`src/include/agen_regs.svh`:
```
`ifndef AGEN_REGS_SVH
`define AGEN_REGS_SVH

// Architectural GPRs, numbered as in ModRM and SIB
localparam int gpr_count = 8;

localparam logic [2:0] reg_eax = 3'd0;
localparam logic [2:0] reg_ecx = 3'd1;
localparam logic [2:0] reg_edx = 3'd2;
localparam logic [2:0] reg_ebx = 3'd3;
localparam logic [2:0] reg_esp = 3'd4;
localparam logic [2:0] reg_ebp = 3'd5;
localparam logic [2:0] reg_esi = 3'd6;
localparam logic [2:0] reg_edi = 3'd7;

// Segment registers, numbered as in the sreg field
localparam logic [2:0] seg_es = 3'd0;
localparam logic [2:0] seg_cs = 3'd1;
localparam logic [2:0] seg_ss = 3'd2;
localparam logic [2:0] seg_ds = 3'd3;
localparam logic [2:0] seg_fs = 3'd4;
localparam logic [2:0] seg_gs = 3'd5;

`endif

```
`src/rtl/agen_pkg.sv`:
```
package agen_pkg;

   localparam int reg_id_w = 3;
   localparam int addr_w   = 32;
   localparam int seg_w    = 16;
   // Far pointer operand is selector:offset
   localparam int off_w    = addr_w + seg_w;

   `include "agen_regs.svh"

   localparam int sb_w   = gpr_count;
   localparam int size_w = 4;

   typedef enum logic [2:0] {
      op_alu,
      op_load,
      op_store,
      op_push,
      op_pop,
      op_jmp_rel,
      op_jmp_abs,
      op_jmp_far
   } uop_op_e;

   typedef enum logic [1:0] {
      a_sr1,
      a_seg1,
      a_seg2,
      a_cs
   } a_sel_e;

   // Encoding 3 is unused
   typedef enum logic [1:0] {
      size_16 = 2'd0,
      size_32 = 2'd1,
      size_64 = 2'd2
   } mem_size_e;

   // Access size in bytes
   function automatic logic [size_w-1:0] size_bytes(input mem_size_e size);
      logic [size_w-1:0] bytes;
      case (size)
         size_16: bytes = 4'd2;
         size_32: bytes = 4'd4;
         size_64: bytes = 4'd8;
         default: bytes = 4'd0;
      endcase
      return bytes;
   endfunction

   // Scoreboard bit of one GPR
   function automatic logic [sb_w-1:0] reg_bit(input logic [reg_id_w-1:0] id);
      logic [sb_w-1:0] bits;
      bits     = '0;
      bits[id] = 1'b1;
      return bits;
   endfunction

endpackage

```
`src/rtl/agen_decode.sv`:
```
module agen_decode (
   input  agen_pkg::uop_op_e op,
   output logic              jmp_rel,
   output logic              next_eip_sel,
   output logic              next_cs_sel,
   output logic              sp_adjust,
   output logic              sp_pop,
   output logic              is_mem,
   output logic              ld_dest
);
   import agen_pkg::*;

   always_comb begin
      jmp_rel      = 1'b0;
      next_eip_sel = 1'b0;
      next_cs_sel  = 1'b0;
      sp_adjust    = 1'b0;
      sp_pop       = 1'b0;
      is_mem       = 1'b0;
      ld_dest      = 1'b0;
      case (op)
         op_alu: begin
            ld_dest = 1'b1;
         end
         op_load: begin
            is_mem  = 1'b1;
            ld_dest = 1'b1;
         end
         op_store: begin
            is_mem = 1'b1;
         end
         op_push: begin
            is_mem    = 1'b1;
            sp_adjust = 1'b1;
         end
         // Pop writes the popped value into dr
         op_pop: begin
            is_mem    = 1'b1;
            sp_adjust = 1'b1;
            sp_pop    = 1'b1;
            ld_dest   = 1'b1;
         end
         op_jmp_rel: begin
            jmp_rel = 1'b1;
         end
         op_jmp_abs: begin
            next_eip_sel = 1'b1;
         end
         // Far jump loads both EIP and CS from the pointer
         op_jmp_far: begin
            next_eip_sel = 1'b1;
            next_cs_sel  = 1'b1;
         end
      endcase
   end

endmodule

```
`src/rtl/agen_address.sv`:
```
module agen_address (
   input  logic [agen_pkg::addr_w-1:0] eip,
   input  logic [agen_pkg::off_w-1:0]  offset,
   input  logic [agen_pkg::addr_w-1:0] imm32,
   input  logic [agen_pkg::addr_w-1:0] disp32,
   input  logic [agen_pkg::addr_w-1:0] sr1_data,
   input  logic [agen_pkg::addr_w-1:0] sr2_data,
   input  logic [agen_pkg::addr_w-1:0] sib_i_data,
   input  logic [agen_pkg::seg_w-1:0]  cs,
   input  logic [agen_pkg::seg_w-1:0]  seg1_data,
   input  logic [agen_pkg::seg_w-1:0]  seg2_data,
   input  logic                        base_en,
   input  logic                        disp_en,
   input  logic                        sib_en,
   input  logic [1:0]                  sib_scale,
   input  logic                        mux_seg,
   input  agen_pkg::a_sel_e            a_sel,
   input  logic                        b_imm,
   input  logic                        jmp_rel,
   input  logic                        next_eip_sel,
   input  logic                        next_cs_sel,
   output logic [agen_pkg::addr_w-1:0] next_eip,
   output logic [agen_pkg::seg_w-1:0]  next_cs,
   output logic [agen_pkg::addr_w-1:0] ea,
   output logic [agen_pkg::addr_w-1:0] a_val,
   output logic [agen_pkg::addr_w-1:0] b_val
);
   import agen_pkg::*;

   localparam int pad_w = addr_w - seg_w;

   logic [addr_w-1:0] rel_off;
   logic [addr_w-1:0] rel_eip;
   logic [seg_w-1:0]  ea_seg;
   logic [addr_w-1:0] ea_seg_base;
   logic [addr_w-1:0] ea_base;
   logic [addr_w-1:0] ea_disp;
   logic [addr_w-1:0] ea_index;

   // Next EIP, relative target or straight from the pointer
   assign rel_off  = jmp_rel ? offset[addr_w-1:0] : '0;
   assign rel_eip  = eip + rel_off;
   assign next_eip = next_eip_sel ? offset[addr_w-1:0] : rel_eip;

   // Far jumps take the selector half of the pointer
   assign next_cs = next_cs_sel ? offset[off_w-1:addr_w] : cs;

   // Real-mode style segment base, selector times 64K
   assign ea_seg      = mux_seg ? cs : seg1_data;
   assign ea_seg_base = {ea_seg, {pad_w{1'b0}}};

   assign ea_base  = base_en ? sr1_data : '0;
   assign ea_disp  = disp_en ? disp32 : '0;
   assign ea_index = sib_en ? (sib_i_data << sib_scale) : '0;

   assign ea = ea_seg_base + ea_base + ea_disp + ea_index;

   // Operand A is a GPR or a zero-extended segment value
   always_comb begin
      case (a_sel)
         a_sr1:   a_val = sr1_data;
         a_seg1:  a_val = {{pad_w{1'b0}}, seg1_data};
         a_seg2:  a_val = {{pad_w{1'b0}}, seg2_data};
         a_cs:    a_val = {{pad_w{1'b0}}, cs};
         default: a_val = sr1_data;
      endcase
   end

   assign b_val = b_imm ? imm32 : sr2_data;

endmodule

```
`src/rtl/agen_stack.sv`:
```
module agen_stack (
   input  logic                        CLK,
   input  logic                        reset,
   input  logic                        accept,
   input  logic [agen_pkg::addr_w-1:0] sr2_data,
   input  agen_pkg::mem_size_e         mem_size,
   input  logic                        sp_adjust,
   input  logic                        sp_pop,
   input  logic                        multi_cont,
   output logic [agen_pkg::addr_w-1:0] sp_addr
);
   import agen_pkg::*;

   localparam int pad_w = addr_w - size_w;

   logic [addr_w-1:0] temp_sp;
   logic [size_w-1:0] prev_pop_size;
   logic [size_w-1:0] cur_size;
   logic [addr_w-1:0] sp_base;
   logic [addr_w-1:0] sp_delta;

   assign cur_size = size_bytes(mem_size);

   // Multi-access sequences keep walking from the saved pointer
   assign sp_base = multi_cont ? temp_sp : sr2_data;

   always_comb begin
      if (!sp_adjust) begin
         sp_delta = '0;
      end else if (sp_pop) begin
         sp_delta = {{pad_w{1'b0}}, prev_pop_size};
      end else begin
         // Push pre-decrements by the access size
         sp_delta = -{{pad_w{1'b0}}, cur_size};
      end
   end

   assign sp_addr = sp_base + sp_delta;

   always_ff @(posedge CLK) begin
      if (reset) begin
         temp_sp       <= '0;
         prev_pop_size <= '0;
      end else if (accept) begin
         temp_sp       <= sp_addr;
         prev_pop_size <= cur_size;
      end
   end

   // Stack ops never carry the spare size code
   assert property (@(posedge CLK) disable iff (reset)
      (accept && sp_adjust) |-> (mem_size inside {size_16, size_32, size_64}))
      else $error("stack access with unused size encoding");

endmodule

```
`src/rtl/agen_result.sv`:
```
module agen_result #(
   parameter int num_fwd_stages = 3
) (
   input  logic                                       CLK,
   input  logic                                       reset,
   input  logic                                       valid,
   input  logic [agen_pkg::reg_id_w-1:0]              sr1,
   input  logic [agen_pkg::reg_id_w-1:0]              sr2,
   input  logic [agen_pkg::reg_id_w-1:0]              dr,
   input  logic                                       sr1_needed,
   input  logic                                       sr2_needed,
   input  logic                                       is_mem,
   input  logic                                       ld_dest,
   input  logic [num_fwd_stages-1:0]                  fwd_v,
   input  logic [num_fwd_stages*agen_pkg::sb_w-1:0]   fwd_sb,
   input  logic [agen_pkg::addr_w-1:0]                next_eip,
   input  logic [agen_pkg::seg_w-1:0]                 next_cs,
   input  logic [agen_pkg::addr_w-1:0]                ea,
   input  logic [agen_pkg::addr_w-1:0]                a_val,
   input  logic [agen_pkg::addr_w-1:0]                b_val,
   input  logic [agen_pkg::addr_w-1:0]                sp_addr,
   output logic                                       stall,
   output logic                                       accept,
   output logic                                       out_v,
   output logic [agen_pkg::addr_w-1:0]                out_next_eip,
   output logic [agen_pkg::seg_w-1:0]                 out_next_cs,
   output logic [agen_pkg::addr_w-1:0]                out_ea,
   output logic [agen_pkg::addr_w-1:0]                out_a,
   output logic [agen_pkg::addr_w-1:0]                out_b,
   output logic [agen_pkg::addr_w-1:0]                out_sp_addr,
   output logic                                       out_mem,
   output logic [agen_pkg::sb_w-1:0]                  out_dr_sb
);
   import agen_pkg::*;

   logic [sb_w-1:0] src_mask;
   logic [sb_w-1:0] dr_sb;
   logic            dep_hit;

   // GPRs this micro-op reads in this stage
   assign src_mask = (sr1_needed ? reg_bit(sr1) : '0) |
                     (sr2_needed ? reg_bit(sr2) : '0);

   // Any valid later stage still writing one of our sources
   always_comb begin
      dep_hit = 1'b0;
      for (int i = 0; i < num_fwd_stages; i++) begin
         if (fwd_v[i] && (|(fwd_sb[i*sb_w +: sb_w] & src_mask))) begin
            dep_hit = 1'b1;
         end
      end
   end

   assign stall  = valid && dep_hit;
   assign accept = valid && !stall;

   assign dr_sb = ld_dest ? reg_bit(dr) : '0;

   always_ff @(posedge CLK) begin
      if (reset) begin
         out_v <= 1'b0;
      end else begin
         out_v <= accept;
      end
   end

   // Payload only moves with an accepted micro-op
   always_ff @(posedge CLK) begin
      if (accept) begin
         out_next_eip <= next_eip;
         out_next_cs  <= next_cs;
         out_ea       <= ea;
         out_a        <= a_val;
         out_b        <= b_val;
         out_sp_addr  <= sp_addr;
         out_mem      <= is_mem;
         out_dr_sb    <= dr_sb;
      end
   end

endmodule

```
`src/rtl/agen_stage.sv`:
```
module agen_stage #(
   parameter int num_fwd_stages = 3
) (
   input  logic                                     CLK,
   input  logic                                     reset,
   input  logic                                     valid,
   input  agen_pkg::uop_op_e                        op,
   input  logic [agen_pkg::reg_id_w-1:0]            sr1,
   input  logic [agen_pkg::reg_id_w-1:0]            sr2,
   input  logic [agen_pkg::reg_id_w-1:0]            dr,
   input  logic                                     sr1_needed,
   input  logic                                     sr2_needed,
   input  logic                                     base_en,
   input  logic                                     disp_en,
   input  logic                                     sib_en,
   input  logic [1:0]                               sib_scale,
   input  logic                                     mux_seg,
   input  agen_pkg::a_sel_e                         a_sel,
   input  logic                                     b_imm,
   input  agen_pkg::mem_size_e                      mem_size,
   input  logic                                     multi_cont,
   input  logic [agen_pkg::addr_w-1:0]              eip,
   input  logic [agen_pkg::seg_w-1:0]               cs,
   input  logic [agen_pkg::off_w-1:0]               offset,
   input  logic [agen_pkg::addr_w-1:0]              imm32,
   input  logic [agen_pkg::addr_w-1:0]              disp32,
   input  logic [agen_pkg::addr_w-1:0]              sr1_data,
   input  logic [agen_pkg::addr_w-1:0]              sr2_data,
   input  logic [agen_pkg::addr_w-1:0]              sib_i_data,
   input  logic [agen_pkg::seg_w-1:0]               seg1_data,
   input  logic [agen_pkg::seg_w-1:0]               seg2_data,
   input  logic [num_fwd_stages-1:0]                fwd_v,
   input  logic [num_fwd_stages*agen_pkg::sb_w-1:0] fwd_sb,
   output logic                                     stall,
   output logic                                     out_v,
   output logic [agen_pkg::addr_w-1:0]              out_next_eip,
   output logic [agen_pkg::seg_w-1:0]               out_next_cs,
   output logic [agen_pkg::addr_w-1:0]              out_ea,
   output logic [agen_pkg::addr_w-1:0]              out_a,
   output logic [agen_pkg::addr_w-1:0]              out_b,
   output logic [agen_pkg::addr_w-1:0]              out_sp_addr,
   output logic                                     out_mem,
   output logic [agen_pkg::sb_w-1:0]                out_dr_sb
);
   import agen_pkg::*;

   logic              jmp_rel;
   logic              next_eip_sel;
   logic              next_cs_sel;
   logic              sp_adjust;
   logic              sp_pop;
   logic              is_mem;
   logic              ld_dest;
   logic              accept;
   logic [addr_w-1:0] next_eip;
   logic [seg_w-1:0]  next_cs;
   logic [addr_w-1:0] ea;
   logic [addr_w-1:0] a_val;
   logic [addr_w-1:0] b_val;
   logic [addr_w-1:0] sp_addr;

   agen_decode u_decode (
      .op           (op),
      .jmp_rel      (jmp_rel),
      .next_eip_sel (next_eip_sel),
      .next_cs_sel  (next_cs_sel),
      .sp_adjust    (sp_adjust),
      .sp_pop       (sp_pop),
      .is_mem       (is_mem),
      .ld_dest      (ld_dest)
   );

   agen_address u_address (
      .eip          (eip),
      .offset       (offset),
      .imm32        (imm32),
      .disp32       (disp32),
      .sr1_data     (sr1_data),
      .sr2_data     (sr2_data),
      .sib_i_data   (sib_i_data),
      .cs           (cs),
      .seg1_data    (seg1_data),
      .seg2_data    (seg2_data),
      .base_en      (base_en),
      .disp_en      (disp_en),
      .sib_en       (sib_en),
      .sib_scale    (sib_scale),
      .mux_seg      (mux_seg),
      .a_sel        (a_sel),
      .b_imm        (b_imm),
      .jmp_rel      (jmp_rel),
      .next_eip_sel (next_eip_sel),
      .next_cs_sel  (next_cs_sel),
      .next_eip     (next_eip),
      .next_cs      (next_cs),
      .ea           (ea),
      .a_val        (a_val),
      .b_val        (b_val)
   );

   // Stack pointer state only moves on accepted micro-ops
   agen_stack u_stack (
      .CLK        (CLK),
      .reset      (reset),
      .accept     (accept),
      .sr2_data   (sr2_data),
      .mem_size   (mem_size),
      .sp_adjust  (sp_adjust),
      .sp_pop     (sp_pop),
      .multi_cont (multi_cont),
      .sp_addr    (sp_addr)
   );

   agen_result #(
      .num_fwd_stages (num_fwd_stages)
   ) u_result (
      .CLK          (CLK),
      .reset        (reset),
      .valid        (valid),
      .sr1          (sr1),
      .sr2          (sr2),
      .dr           (dr),
      .sr1_needed   (sr1_needed),
      .sr2_needed   (sr2_needed),
      .is_mem       (is_mem),
      .ld_dest      (ld_dest),
      .fwd_v        (fwd_v),
      .fwd_sb       (fwd_sb),
      .next_eip     (next_eip),
      .next_cs      (next_cs),
      .ea           (ea),
      .a_val        (a_val),
      .b_val        (b_val),
      .sp_addr      (sp_addr),
      .stall        (stall),
      .accept       (accept),
      .out_v        (out_v),
      .out_next_eip (out_next_eip),
      .out_next_cs  (out_next_cs),
      .out_ea       (out_ea),
      .out_a        (out_a),
      .out_b        (out_b),
      .out_sp_addr  (out_sp_addr),
      .out_mem      (out_mem),
      .out_dr_sb    (out_dr_sb)
   );

endmodule

```
`config.mk`:
```
export PLATFORM = sky130hd
export DESIGN_NAME = agen_stage
export DESIGN_NICKNAME = d
export VERILOG_FILES = /design/src/rtl/agen_pkg.sv /design/src/rtl/agen_decode.sv /design/src/rtl/agen_address.sv /design/src/rtl/agen_stack.sv /design/src/rtl/agen_result.sv /design/src/rtl/agen_stage.sv
export VERILOG_INCLUDE_DIRS = /design/src /design/src/include
export SDC_FILE = /design/constraint.sdc
export NUM_CORES = 1
export LEC_CHECK = 0
export ABC_AREA = 1
export BUFFER_PORTS_ARGS = -buffer_cell sky130_fd_sc_hd__buf_2
export CORE_AREA = 3 3 206 208
export DETAILED_ROUTE_END_ITERATION = 8
export DIE_AREA = 0 0 209 211
export PLACE_DENSITY = 0.74
export SKIP_LAST_GASP = 1
export SLEW_MARGIN = 20
export SYNTH_ARGS = -nofsm -noshare
export SYNTH_HDL_FRONTEND = slang
export SYNTH_HIERARCHICAL = 1
export SYNTH_SLANG_ARGS = --single-unit
```
`constraint.sdc`:
```
create_clock -name CLK -period 6.15 [get_ports CLK]
set_clock_uncertainty 0.15 [all_clocks]
set_input_delay 0.615 -clock CLK [delete_from_list [all_inputs] [get_ports CLK]]
set_output_delay 0.615 -clock CLK [all_outputs]
set_load 0.01 [all_outputs]
```
==> out/results.ini, run 1 <==
[outcome]
status=finished clean

[drt]
drt-pass1-iter-count=6
viasPerCell=5.08
drt_iter0_markers=1261
vias=18846
totalWireLength_mm=71.1
drcViolationCount=0
postRouteAntennaNets=0
wl_per_cell_um=19.1

[cts]
clock_path_buffers=3
clk_pin_slew_ps=60
clock_latency_ps=560
cts_resized=0
tritoncts=yes
cts.sinks=221
hold_buffers=0
cts_htree_levels=1
cts_setup_buffers=0
cts-buffers-inserted=28
cts-root-buf=clkbuf_16

[timing]
worstMarginPinSlew_ps=1190
fin_setup_tns_ps=0
finalHoldViolations=0
fin_worst_hold_slack_ps=181
fin_crit_sh_pct=65.4
rsz0062_at_grt=no
max_slew_margin_pct=20.6
setup_violations=0
slew_viol_final=0
period_needed_ps=4020
max_freq_ghz=0.249

[logic_synthesis]
synth_nets=3145
synth_edf_count=185
synth_top_area_share_pct=29.6
synthXorXnorAreaFrac_pct=2.04
synth_simple_gate_area_share_pct=27.9
synth_area_leaders=edfxtp_1 (30%), nand2_1 (17%), inv_1 (11%)
ys_types=46
synth_top_family_by_area=simple AND/OR/NAND/NOR gates
synth.yosys.seq_area_share_pct=33.4
synth_mux_area_share_pct=3.47
ys_ff_latch=221
yosysMostFrequentCell=nand2_1
netlist_top_cells_count=nand2_1 (856), inv_1 (534), nor2_1 (203), edfxtp_1 (185), a21oi_1 (157)
yosys.area_share.adder_pct=12.2
ys.flop_type=edfxtp_1
synth_compound_area_share_pct=8.76
synth_top_cell_by_area=edfxtp_1
ys_warn_count=6
synth-async-reset-ratio_pct=0
syn_area_um2=18800
synth.avg_cell_area_um2=7.10
synth_cells=2647

[grt]
grt_max_degree=136
overflow=0
track_usage_pct=30.7
grt_pass1_wl_mm=105
antenna_found_initial=7
grt_pass1_vias=18536

[layout]
final_core_util_pct=56.3
n_fill_cell=4018
num-nets-final=3653
drive_gt1_share_pct=22.3
area_growth_pct=21.9

[place]
gp_congestion=1.04
dp_hpwl_mm=59.1
io_buffers=530

[setup_path]
worst_setup_path_start_kind=input port
cp_top_family=adder cells
crit_slowest_cell=buf_2
cp.buffers_inverters=2
cp_cell_sequence=buf_2 > mux2i_1 > o22ai_1 > fa_1 > ha_1 > ha_1 > inv_1 > fa_1 > o21ai_2 > nand3_1 > nand3_2 > nand3_1 > nand3_1 > nand2_1
startpoint=sib_scale[0]
worstPathRequired_ps=6320
crit-reg2reg-launch=u_stack/temp_sp[1]
cp-end-kind=flop
path_max_fanout=35
path_common_cell=nand3_1
slowest_delay_ps=650
arrival_ps=4190
path_class=input port to flop

[die]
die_y_um=211
design.die.area_um2=44100
die_x_um=209
num_rows=74
core_um2=40700
io_pins=531
start_util_pct=46.1

[power]
ir_worst_vdd_mv=0.205
p_per_area_nw_per_um2=256
p_leak_nw=12.8

[job]
cap_violations=0

[hold_path]
min_from=offset[6]
hold_path.class=input port to flop

==> metrics by stage <==
step,total power [mW],instance area (µm²),instances,setup WS [ps]
floorplan,3.30,18800,2647,1120
global placement,4.12,21900,3656,1650
detailed placement,4.13,21900,3656,1590
CTS,5.90,22900,3708,2200
global route,6.19,22900,3712,1950
finish,5.86,22900,3713,2130
==> final cells by class <==
type | instances | area, µm² | share of cell area, %
multi-input cells | 1822 | 10200 | 44.6
clock inverters | 19 | 200 | 0.873
well taps | 532 | 666 | 2.90
flip-flops and latches | 221 | 6280 | 27.4
clock buffers | 33 | 761 | 3.32
repair buffers | 537 | 2730 | 11.9
diodes | 4 | 10.0 | 0.0437
inverters | 545 | 2050 | 8.94
==> cell families after synthesis <==
| kind of cell | count (synthesis) |
|---|---|
| simple gates | 1270 |
| buf+inv | 604 |
| compound gates | 294 |
| flops | 221 |
| fa+ha+maj | 154 |
| mux | 61 |
| xor+xnor | 43 |
==> flip-flops by register name (all words and copies together) (netlist names) <==
register               count
u_result/out_sp_addr      32
u_result/out_next_eip     32
u_result/out_b            32
u_result/out_v             1
u_result/out_next_cs      16
u_stack/temp_sp           32
u_result/out_ea           32
u_result/out_a            32
u_stack/prev_pop_size      3
u_result/out_dr_sb         8
u_result/out_mem           1
==> worst paths after layout <==
kind	slack (ps)	end	depth (start not counted)
worst max-delay path	2130	u_result/out_ea[30]	14
worst min-delay path	180	u_result/out_next_eip[6]	3
worst max register to register	3450	u_stack/temp_sp[25]	13
worst min register to register	320	u_stack/prev_pop_size[3]	2
==> placed cells by master (no fill, tap or decap), types with 4 or more instances in the layout <==
| cell type | synthesis | final |
|---|---|---|
| o2111ai_1 | 16 | 16 |
| clkinv_1 | 1 | 4 |
| clkbuf_16 | 0 | 29 |
| o22ai_1 | 27 | 27 |
| nand3b_1 | 10 | 10 |
| nor2_1 | 203 | 203 |
| dfxtp_1 | 36 | 36 |
| ha_1 | 105 | 105 |
| nor3_1 | 9 | 8 |
| fa_1 | 49 | 49 |
| o21bai_1 | 5 | 5 |
| mux2_2 | 32 | 32 |
| a21o_1 | 7 | 7 |
| o21ai_0 | 56 | 56 |
| nand3_1 | 110 | 110 |
| mux2i_1 | 27 | 27 |
| nand2_1 | 856 | 856 |
| xor2_1 | 26 | 26 |
| nand3_2 | 12 | 12 |
| o21ai_1 | 15 | 15 |
| diode_2 | 0 | 4 |
| inv_1 | 534 | 533 |
| nand4_1 | 10 | 10 |
| edfxtp_1 | 185 | 185 |
| xnor2_1 | 16 | 16 |
| nor3_2 | 6 | 6 |
| a21oi_2 | 4 | 4 |
| buf_4 | 3 | 5 |
| inv_2 | 10 | 10 |
| clkinvlp_4 | 0 | 7 |
| nor2_2 | 10 | 10 |
| a21oi_1 | 157 | 157 |
| buf_2 | 16 | 530 |
| nand2_2 | 35 | 35 |
==> power by group <==
part	switching [mW]	total (mW)	internal [mW]
registers	0.118	2.07	1.95
logic	1.34	2.06	0.712
clock network	0.720	1.74	1.02
==> per-layer routing <==
metal  vias to the layer above  wire length (µm)  GRT usage (%)
li1                       9326                 -              -
met1                      8672             28000           36.6
met2                       711             34900           54.4
met3                       137              4760           5.36
met4                         0              3440           14.0
met5                         -                 0              0
==> worst register-to-register path, stage by stage (launching register included) <==
cell and delay (ps):
dfxtp_1 320, mux2_2 280, ha_1 250, fa_1 530
nand3_1 130, nand3_1 140, nand2_1 120, nand2_1 130
nand3_1 140, nand3_2 90, nand2_2 80, nand3_1 120
nand2_1 100, inv_1 40
Note: power is estimated with default switching activity, not from simulation.
==> run 2, diff against run 1 <==
- ABC_AREA: 1 -> 0
- PLACE_DENSITY: 0.74 -> 0.67
- clock period: 6.15 -> 4.05 ns (I/O delays scaled with it)
==> run 2 against run 1 <==
Synthesized cell count shrank 38%. Power increased by 49%. Register-to-register slack worse by 2600 ps. Via count decreased by 18%. Sequential share of layout area is 0.44 points higher. Area after synthesis decreased by 9.9%. Clock power grew 48%. Global-route usage fell by 4.4 points. Combinational power increased by 50%. Sequential cell count is the same. Die area did not move.
==> out/results.ini, run 2 <==
[outcome]
status=finished clean

[cts]
tritoncts=yes
clock_latency_ps=560  ; about the same
cts_htree_levels=1  ; unchanged
clock_path_buffers=3  ; unchanged
cts-buffers-inserted=27  ; -3.6%
clk_pin_slew_ps=60  ; about the same
cts-root-buf=clkbuf_16
cts.sinks=221  ; unchanged

[logic_synthesis]
synth_nets=2130  ; -32%
ys_ff_latch=221  ; unchanged
synth-async-reset-ratio_pct=0  ; unchanged
synth.yosys.seq_area_share_pct=37.1  ; +3.7 points
netlist_top_cells_count=edfxtp_1 (185), nand2_1 (149), and2_1 (115), ha_1 (105), mux2_2 (101)
ys.flop_type=edfxtp_1
synth_area_leaders=edfxtp_1 (33%), ha_1 (7.8%), mux2_2 (6.7%)
synth_top_cell_by_area=edfxtp_1
ys_types=103  ; +120%
synth_top_area_share_pct=32.8  ; +3.2 points
yosysMostFrequentCell=edfxtp_1
synth_cells=1632  ; -38%
synth.avg_cell_area_um2=10.4  ; +46%
syn_area_um2=16900  ; -9.9%
synth_edf_count=185  ; unchanged
ys_warn_count=6  ; unchanged

[die]
die_y_um=211  ; unchanged
start_util_pct=41.6  ; -4.6 points
num_rows=74  ; unchanged
io_pins=531  ; unchanged
die_x_um=209  ; unchanged
core_um2=40700  ; unchanged
design.die.area_um2=44100  ; unchanged

[timing]
max_slew_margin_pct=43.4  ; +23 points
rsz0062_at_grt=no
period_needed_ps=3890
max_freq_ghz=0.257
finalHoldViolations=0  ; unchanged
finalWorstSetupSlack_ps=159  ; -1970 ps
setup_violations=0  ; unchanged
slew_viol_final=0  ; unchanged
fin_crit_sh_pct=96.1
fin_setup_tns_ps=0  ; unchanged
worstMarginPinSlew_ps=849  ; -338 ps

[drt]
postRouteAntennaNets=0  ; unchanged
viasPerCell=5.40  ; +6.4%
drt-pass1-iter-count=5  ; -1
wl_per_cell_um=21.2  ; +11%
vias=15408  ; -18%
totalWireLength_mm=60.5  ; -15%
drt_iter0_markers=911  ; -28%
drcViolationCount=0  ; unchanged

[power]
p_per_area_nw_per_um2=388  ; +52%
p_leak_nw=10.3  ; -19%
ir_worst_vdd_mv=0.258  ; +26%
power_mw=8.75  ; +49%

[setup_path]
path_max_fanout=12  ; -66%
worst_setup_path_start_kind=input port
worst-r2r-cell-count=10  ; -3
crit_end=u_result/out_ea[28]
arrival_ps=4050  ; -140 ps
crit-reg2reg-launch=u_stack/temp_sp[1]
startpoint=sib_scale[0]
worstPathRequired_ps=4210  ; -2110 ps
r2r_slack_ps=840  ; -2610 ps
regToRegEndpoint=u_result/out_sp_addr[27]
path_class=input port to flop
cp-end-kind=flop

[layout]
area_growth_pct=33.2
num-nets-final=2798  ; -23%
final_cell_mix=buf_2 (529), edfxtp_1 (185), nand2_1 (148)
final-seq-area_um2=6280  ; unchanged
n_fill_cell=3615  ; -10%
layout_commonest_cell=buf_2
drive_gt1_share_pct=36.5  ; +14 points
multi_input_comb_area_um2=10100  ; -1.7%
instances_no_fill=2854  ; -23%

[place]
io_buffers=530  ; unchanged
dp.cells=2720  ; -26%
dp_hpwl_mm=48.8  ; -18%
gp_congestion=0.963  ; -7.6%
post-place-ws_ps=-426  ; -2020 ps

[grt]
antenna_found_initial=2  ; -5
overflow=0  ; unchanged
grt_pass1_vias=15803  ; -15%
grt_max_degree=92  ; -32%
grt_pass1_wl_mm=91.5  ; -13%
track_usage_pct=26.4  ; -4.4 points

[hold_path]
hold_path.class=input port to flop

[job]
cap_violations=0  ; unchanged

## run 2: cell types whose count changed in the layout (fill, tap and decap cells not counted), moves of 35 or more
cell	delta
mux2_2	+69
dlygate4sd3_1	+83
buf_4	+89
nor2_1	-114
inv_1	-442
nand3_1	-75
xnor2_1	+35
and2_1	+114
a21oi_1	-69
nand2_1	-708
a21o_1	+35
## run 2: worst min-delay path by stage
stage | start | depth (start not counted) | slack (ps) | end
3_5_place_dp | u_stack/temp_sp[28] | 2 | 300 | u_stack/temp_sp[28]
4_1_cts | offset[23] | 3 | 0.2 | u_result/out_next_eip[23]
3_3_place_gp | u_stack/temp_sp[28] | 2 | 280 | u_stack/temp_sp[28]
6_report | offset[23] | 3 | 20 | u_result/out_next_eip[23]
5_1_grt | sr2_data[7] | 2 | 20 | u_result/out_b[7]
2_1_floorplan | u_stack/temp_sp[28] | 2 | 270 | u_stack/temp_sp[28]
## run 2: area by class of cell
| cell class | count | share of cell area, % |
|---|---|---|
| well taps | 532 | 2.95 |
| diodes | 1 | 0.0111 |
| flip-flops and latches | 221 | 27.8 |
| clock inverters | 21 | 1.11 |
| multi-input cells | 1247 | 44.6 |
| repair buffers | 711 | 18.9 |
| inverters | 92 | 1.54 |
| clock buffers | 29 | 3.03 |
## run 2: timing repair
item	4_1_cts	5_1_grt
hold endpoints to repair	73	0
setup endpoints to repair	0	8
hold buffers	83	0
setup buffers	0	0
gates resized for setup	0	3
## run 2: kinds of logic after synthesis
kind of cell | after synthesis | synth area share [%]
adder cells (fa/ha/maj) | 154 | 13.6
XOR/XNOR | 79 | 4.09
AO/OA/AOI/OAI | 336 | 14.2
multiplexers | 159 | 11.3
buffers and inverters | 164 | 3.91
flip-flops | 221 | 37.1
AND/OR/NAND/NOR | 519 | 15.9
## run 2: per-stage QoR
step | cell area [µm²] | util [%] | hold slack, ps
2_1_floorplan | 17000 | - | 269
3_3_place_gp | 20800 | 51.0 | 284
3_5_place_dp | 20800 | 51.0 | 300
4_1_cts | 22500 | 55.3 | 0.214
5_1_grt | 22600 | 55.4 | 20.5
6_report | 22600 | 55.4 | 18.2
## run 2: routing by layer
| layer | share of wire [%] | vias up | wire length (µm) | global-route usage (%) |
|---|---|---|---|---|
| met5 | 0.020 | - | 12 | 0 |
| met4 | 3.4 | 2 | 2030 | 7.90 |
| met2 | 49 | 688 | 29800 | 47.2 |
| met3 | 7.7 | 103 | 4640 | 5.11 |
| li1 | - | 7293 | - | - |
| met1 | 40 | 7322 | 24000 | 32.3 |
## run 2: critical path, cell delays in order
cell	delay, ps
clkbuf_4	210
buf_4	180
mux2i_1	260
nand2_1	80
and3_1	190
fa_1	430
ha_1	310
ha_1	320
a21o_1	170
a21oi_1	180
o21ai_0	160
a21oi_4	200
o41ai_4	120
a21o_1	210
o41a_4	390
a21oi_2	160
xnor2_1	70
## run 2: power breakdown
group | switching [mW] | internal, mW
logic | 1.72 | 1.38
clock network | 1.04 | 1.54
registers | 0.126 | 2.95
total | 2.88 | 5.87
==> run 3, diff against run 2 <==
- CORE_AREA: 3 3 206 208 -> 2 2 205 207
- DIE_AREA: 0 0 209 211 -> 0 0 207 209
==> run 3 against run 2 <==
Via count is essentially flat. Final area grew 0.77%. Sequential power is essentially flat. Sequential cell count is the same. Maximum frequency shrank 1.2%. Combinational power is essentially flat. Sequential share of layout area shrank 0.21 points. Non-clock buffer count grew 18. Power shrank 1.7%. Routed wire length shrank 2.7%. Critical path depth shrank 2.
==> out/results.ini, run 3 (same netlist as run 2, synthesis figures left out) <==
[outcome]
status=finished clean

[power]
power_mw=8.60  ; -1.7%
pwr-share-seq_pct=35.7  ; +0.6 points
combPwrFrac_pct=36.2  ; +0.8 points
clock_power_share_pct=28.1  ; -1.4 points
swShare_pct=33.3  ; +0.32 points
internal-power_mw=5.74  ; -2.2%
p_leak_nw=10.4  ; +0.74%
netSwitchingPower_mw=2.86  ; -0.79%
p_per_area_nw_per_um2=378  ; -2.5%
ir_worst_vdd_mv=0.263  ; +2.0%

[die]
num_rows=75  ; +1.4%
start_util_pct=41.0  ; -0.55 points
die_y_um=209  ; -0.95%
design.die.area_um2=43300  ; -1.9%
die_x_um=207  ; -0.96%
io_pins=531  ; unchanged
core_um2=41300  ; +1.4%

[setup_path]
worst_setup_path_start_kind=input port
worstPathRequired_ps=4340  ; +130 ps
cp-end-kind=flop
worst-r2r-cell-count=10  ; unchanged
path_class=input port to flop
crit_slowest_cell=fa_1
regToRegEndpoint=u_result/out_sp_addr[27]
path_max_fanout=5  ; -7
arrival_ps=4220  ; +170 ps
slowest_delay_ps=540  ; +110 ps
crit-reg2reg-launch=u_stack/temp_sp[1]
r2r_slack_ps=810  ; -30 ps
cp_cell_sequence=dlygate4sd3_1 > buf_2 > and2_1 > fa_1 > fa_1 > ha_4 > a21oi_2 > o21bai_1 > a21oi_1 > o211ai_1 > a31oi_4 > a21oi_2 > a31o_1 > or4_1 > nand4_1

[drt]
vias=15399  ; -0.058%
wl_per_cell_um=20.4  ; -3.5%
drcViolationCount=0  ; unchanged
totalWireLength_mm=58.8  ; -2.7%
drt_iter0_markers=901  ; -1.1%
postRouteAntennaNets=0  ; unchanged
drt-pass1-iter-count=5  ; unchanged
viasPerCell=5.35  ; -0.89%

[cts]
cts_htree_levels=1  ; unchanged
clock_latency_ps=570  ; about the same
cts-root-buf=clkbuf_16
cts-buffers-inserted=27  ; unchanged
clk_pin_slew_ps=60  ; about the same
cts.sinks=221  ; unchanged
clock_path_buffers=3  ; unchanged
tritoncts=yes

[layout]
final_core_util_pct=55.1  ; -0.32 points
num-nets-final=2816  ; +0.64%
final_cell_mix=buf_2 (530), edfxtp_1 (185), nand2_1 (148)
n_antenna_cell=0  ; -1
n_fill_cell=3662  ; +1.3%
drive_gt1_share_pct=36.5  ; about the same
area_growth_pct=34.2
layout_commonest_cell=buf_2
instances_no_fill=2878  ; +0.84%

[grt]
antenna_found_initial=4  ; +2
grt_pass1_wl_mm=88.7  ; -3.0%
track_usage_pct=26.1  ; -0.27 points
grt_pass1_vias=15521  ; -1.8%
overflow=0  ; unchanged
grt_max_degree=76  ; -17%

[timing]
fin_crit_sh_pct=97.2  ; +1.2 points
fin_worst_hold_slack_ps=31.9  ; +13.7 ps
rsz0062_at_grt=no
max_freq_ghz=0.254  ; -1.2%
slew_viol_final=0  ; unchanged
period_needed_ps=3940  ; +47.4 ps
setup_violations=0  ; unchanged
max_slew_margin_pct=25.5  ; -18 points
finalHoldViolations=0  ; unchanged
worstMarginPinSlew_ps=1110  ; +265 ps

[place]
gp_congestion=0.959  ; -0.46%
dp_hpwl_mm=47.5  ; -2.5%
io_buffers=530  ; unchanged
dp.cells=2733  ; +0.48%

[job]
cap_violations=0  ; unchanged

[hold_path]
hold-path-endpoint=u_result/out_next_eip[10]
holdPathStages=3  ; unchanged
min_from=offset[10]
hold_path.class=input port to flop

## run 3: cell count changes in the layout (fill, tap and decap cells not counted), moves of 2 or more
cell	before	now
buf_12	4	9
buf_4	94	97
bufinv_16	5	2
clkbuf_1	2	5
clkinvlp_4	5	3
dlygate4sd3_1	83	93
## run 3: stage by stage
stage | cell area, µm² | worst slack, ps | TNS, ps
CTS | 22700 | 26.1 | 0
finish | 22700 | 112 | 0
global placement | 20900 | -279 | -2150
detailed placement | 20900 | -384 | -3460
floorplan | 17000 | -4210 | -827680
global route | 22700 | 19.7 | 0
## run 3: layout make-up
class	count	area (µm²)	share of cell area (%)
clock buffer	33	708	3.12
clock inverter	17	165	0.727
inverter	92	347	1.52
multi-input combinational	1247	10100	44.3
sequential	221	6280	27.6
tap	539	674	2.97
timing repair buffer	729	4490	19.8
## run 3: power by group through the flow
stage,clock network [mW],logic (mW),registers (mW)
2_1_floorplan,0,1.59,3.29
3_3_place_gp,0,2.95,3.11
3_5_place_dp,0,3.00,3.11
4_1_cts,2.48,3.09,3.08
5_1_grt,2.55,3.40,3.10
6_report,2.42,3.11,3.07
## run 3: critical path: cells and delay by family
family,cells,cell delay (ps)
simple gates,3,700
fa+ha+maj,3,1290
compound gates,7,1180
buf+inv,2,660
## run 3: worst max path at each step
stage | startpoint | endpoint | slack, ps | cells after the start
global route | sib_scale[0] | u_result/out_ea[30] | 20 | 18
floorplan | sr1[1] | u_stack/temp_sp[27] | -4210 | 11
finish | sr1_data[16] | u_result/out_ea[31] | 110 | 15
global placement | sib_scale[0] | u_result/out_ea[31] | -280 | 18
detailed placement | sib_scale[0] | u_result/out_ea[28] | -380 | 18
CTS | sr1_data[16] | u_result/out_ea[31] | 30 | 15
## run 3: repair_timing
action | in CTS | in global routing
gates resized for setup | 0 | 4
buffers inserted | 0 | 2
endpoints found under the hold margin | 73 | 0
hold buffers | 93 | 0
endpoints found under the setup margin | 0 | 8
## run 3: layer usage
metal / vias up / wire [µm] / global-route usage (%)
met2: 622 / 29400 / 47.0
li1: 7324 / - / -
met5: - / 42 / 0
met4: 6 / 1870 / 8.40
met1: 7348 / 23300 / 30.9
met3: 99 / 4260 / 5.59
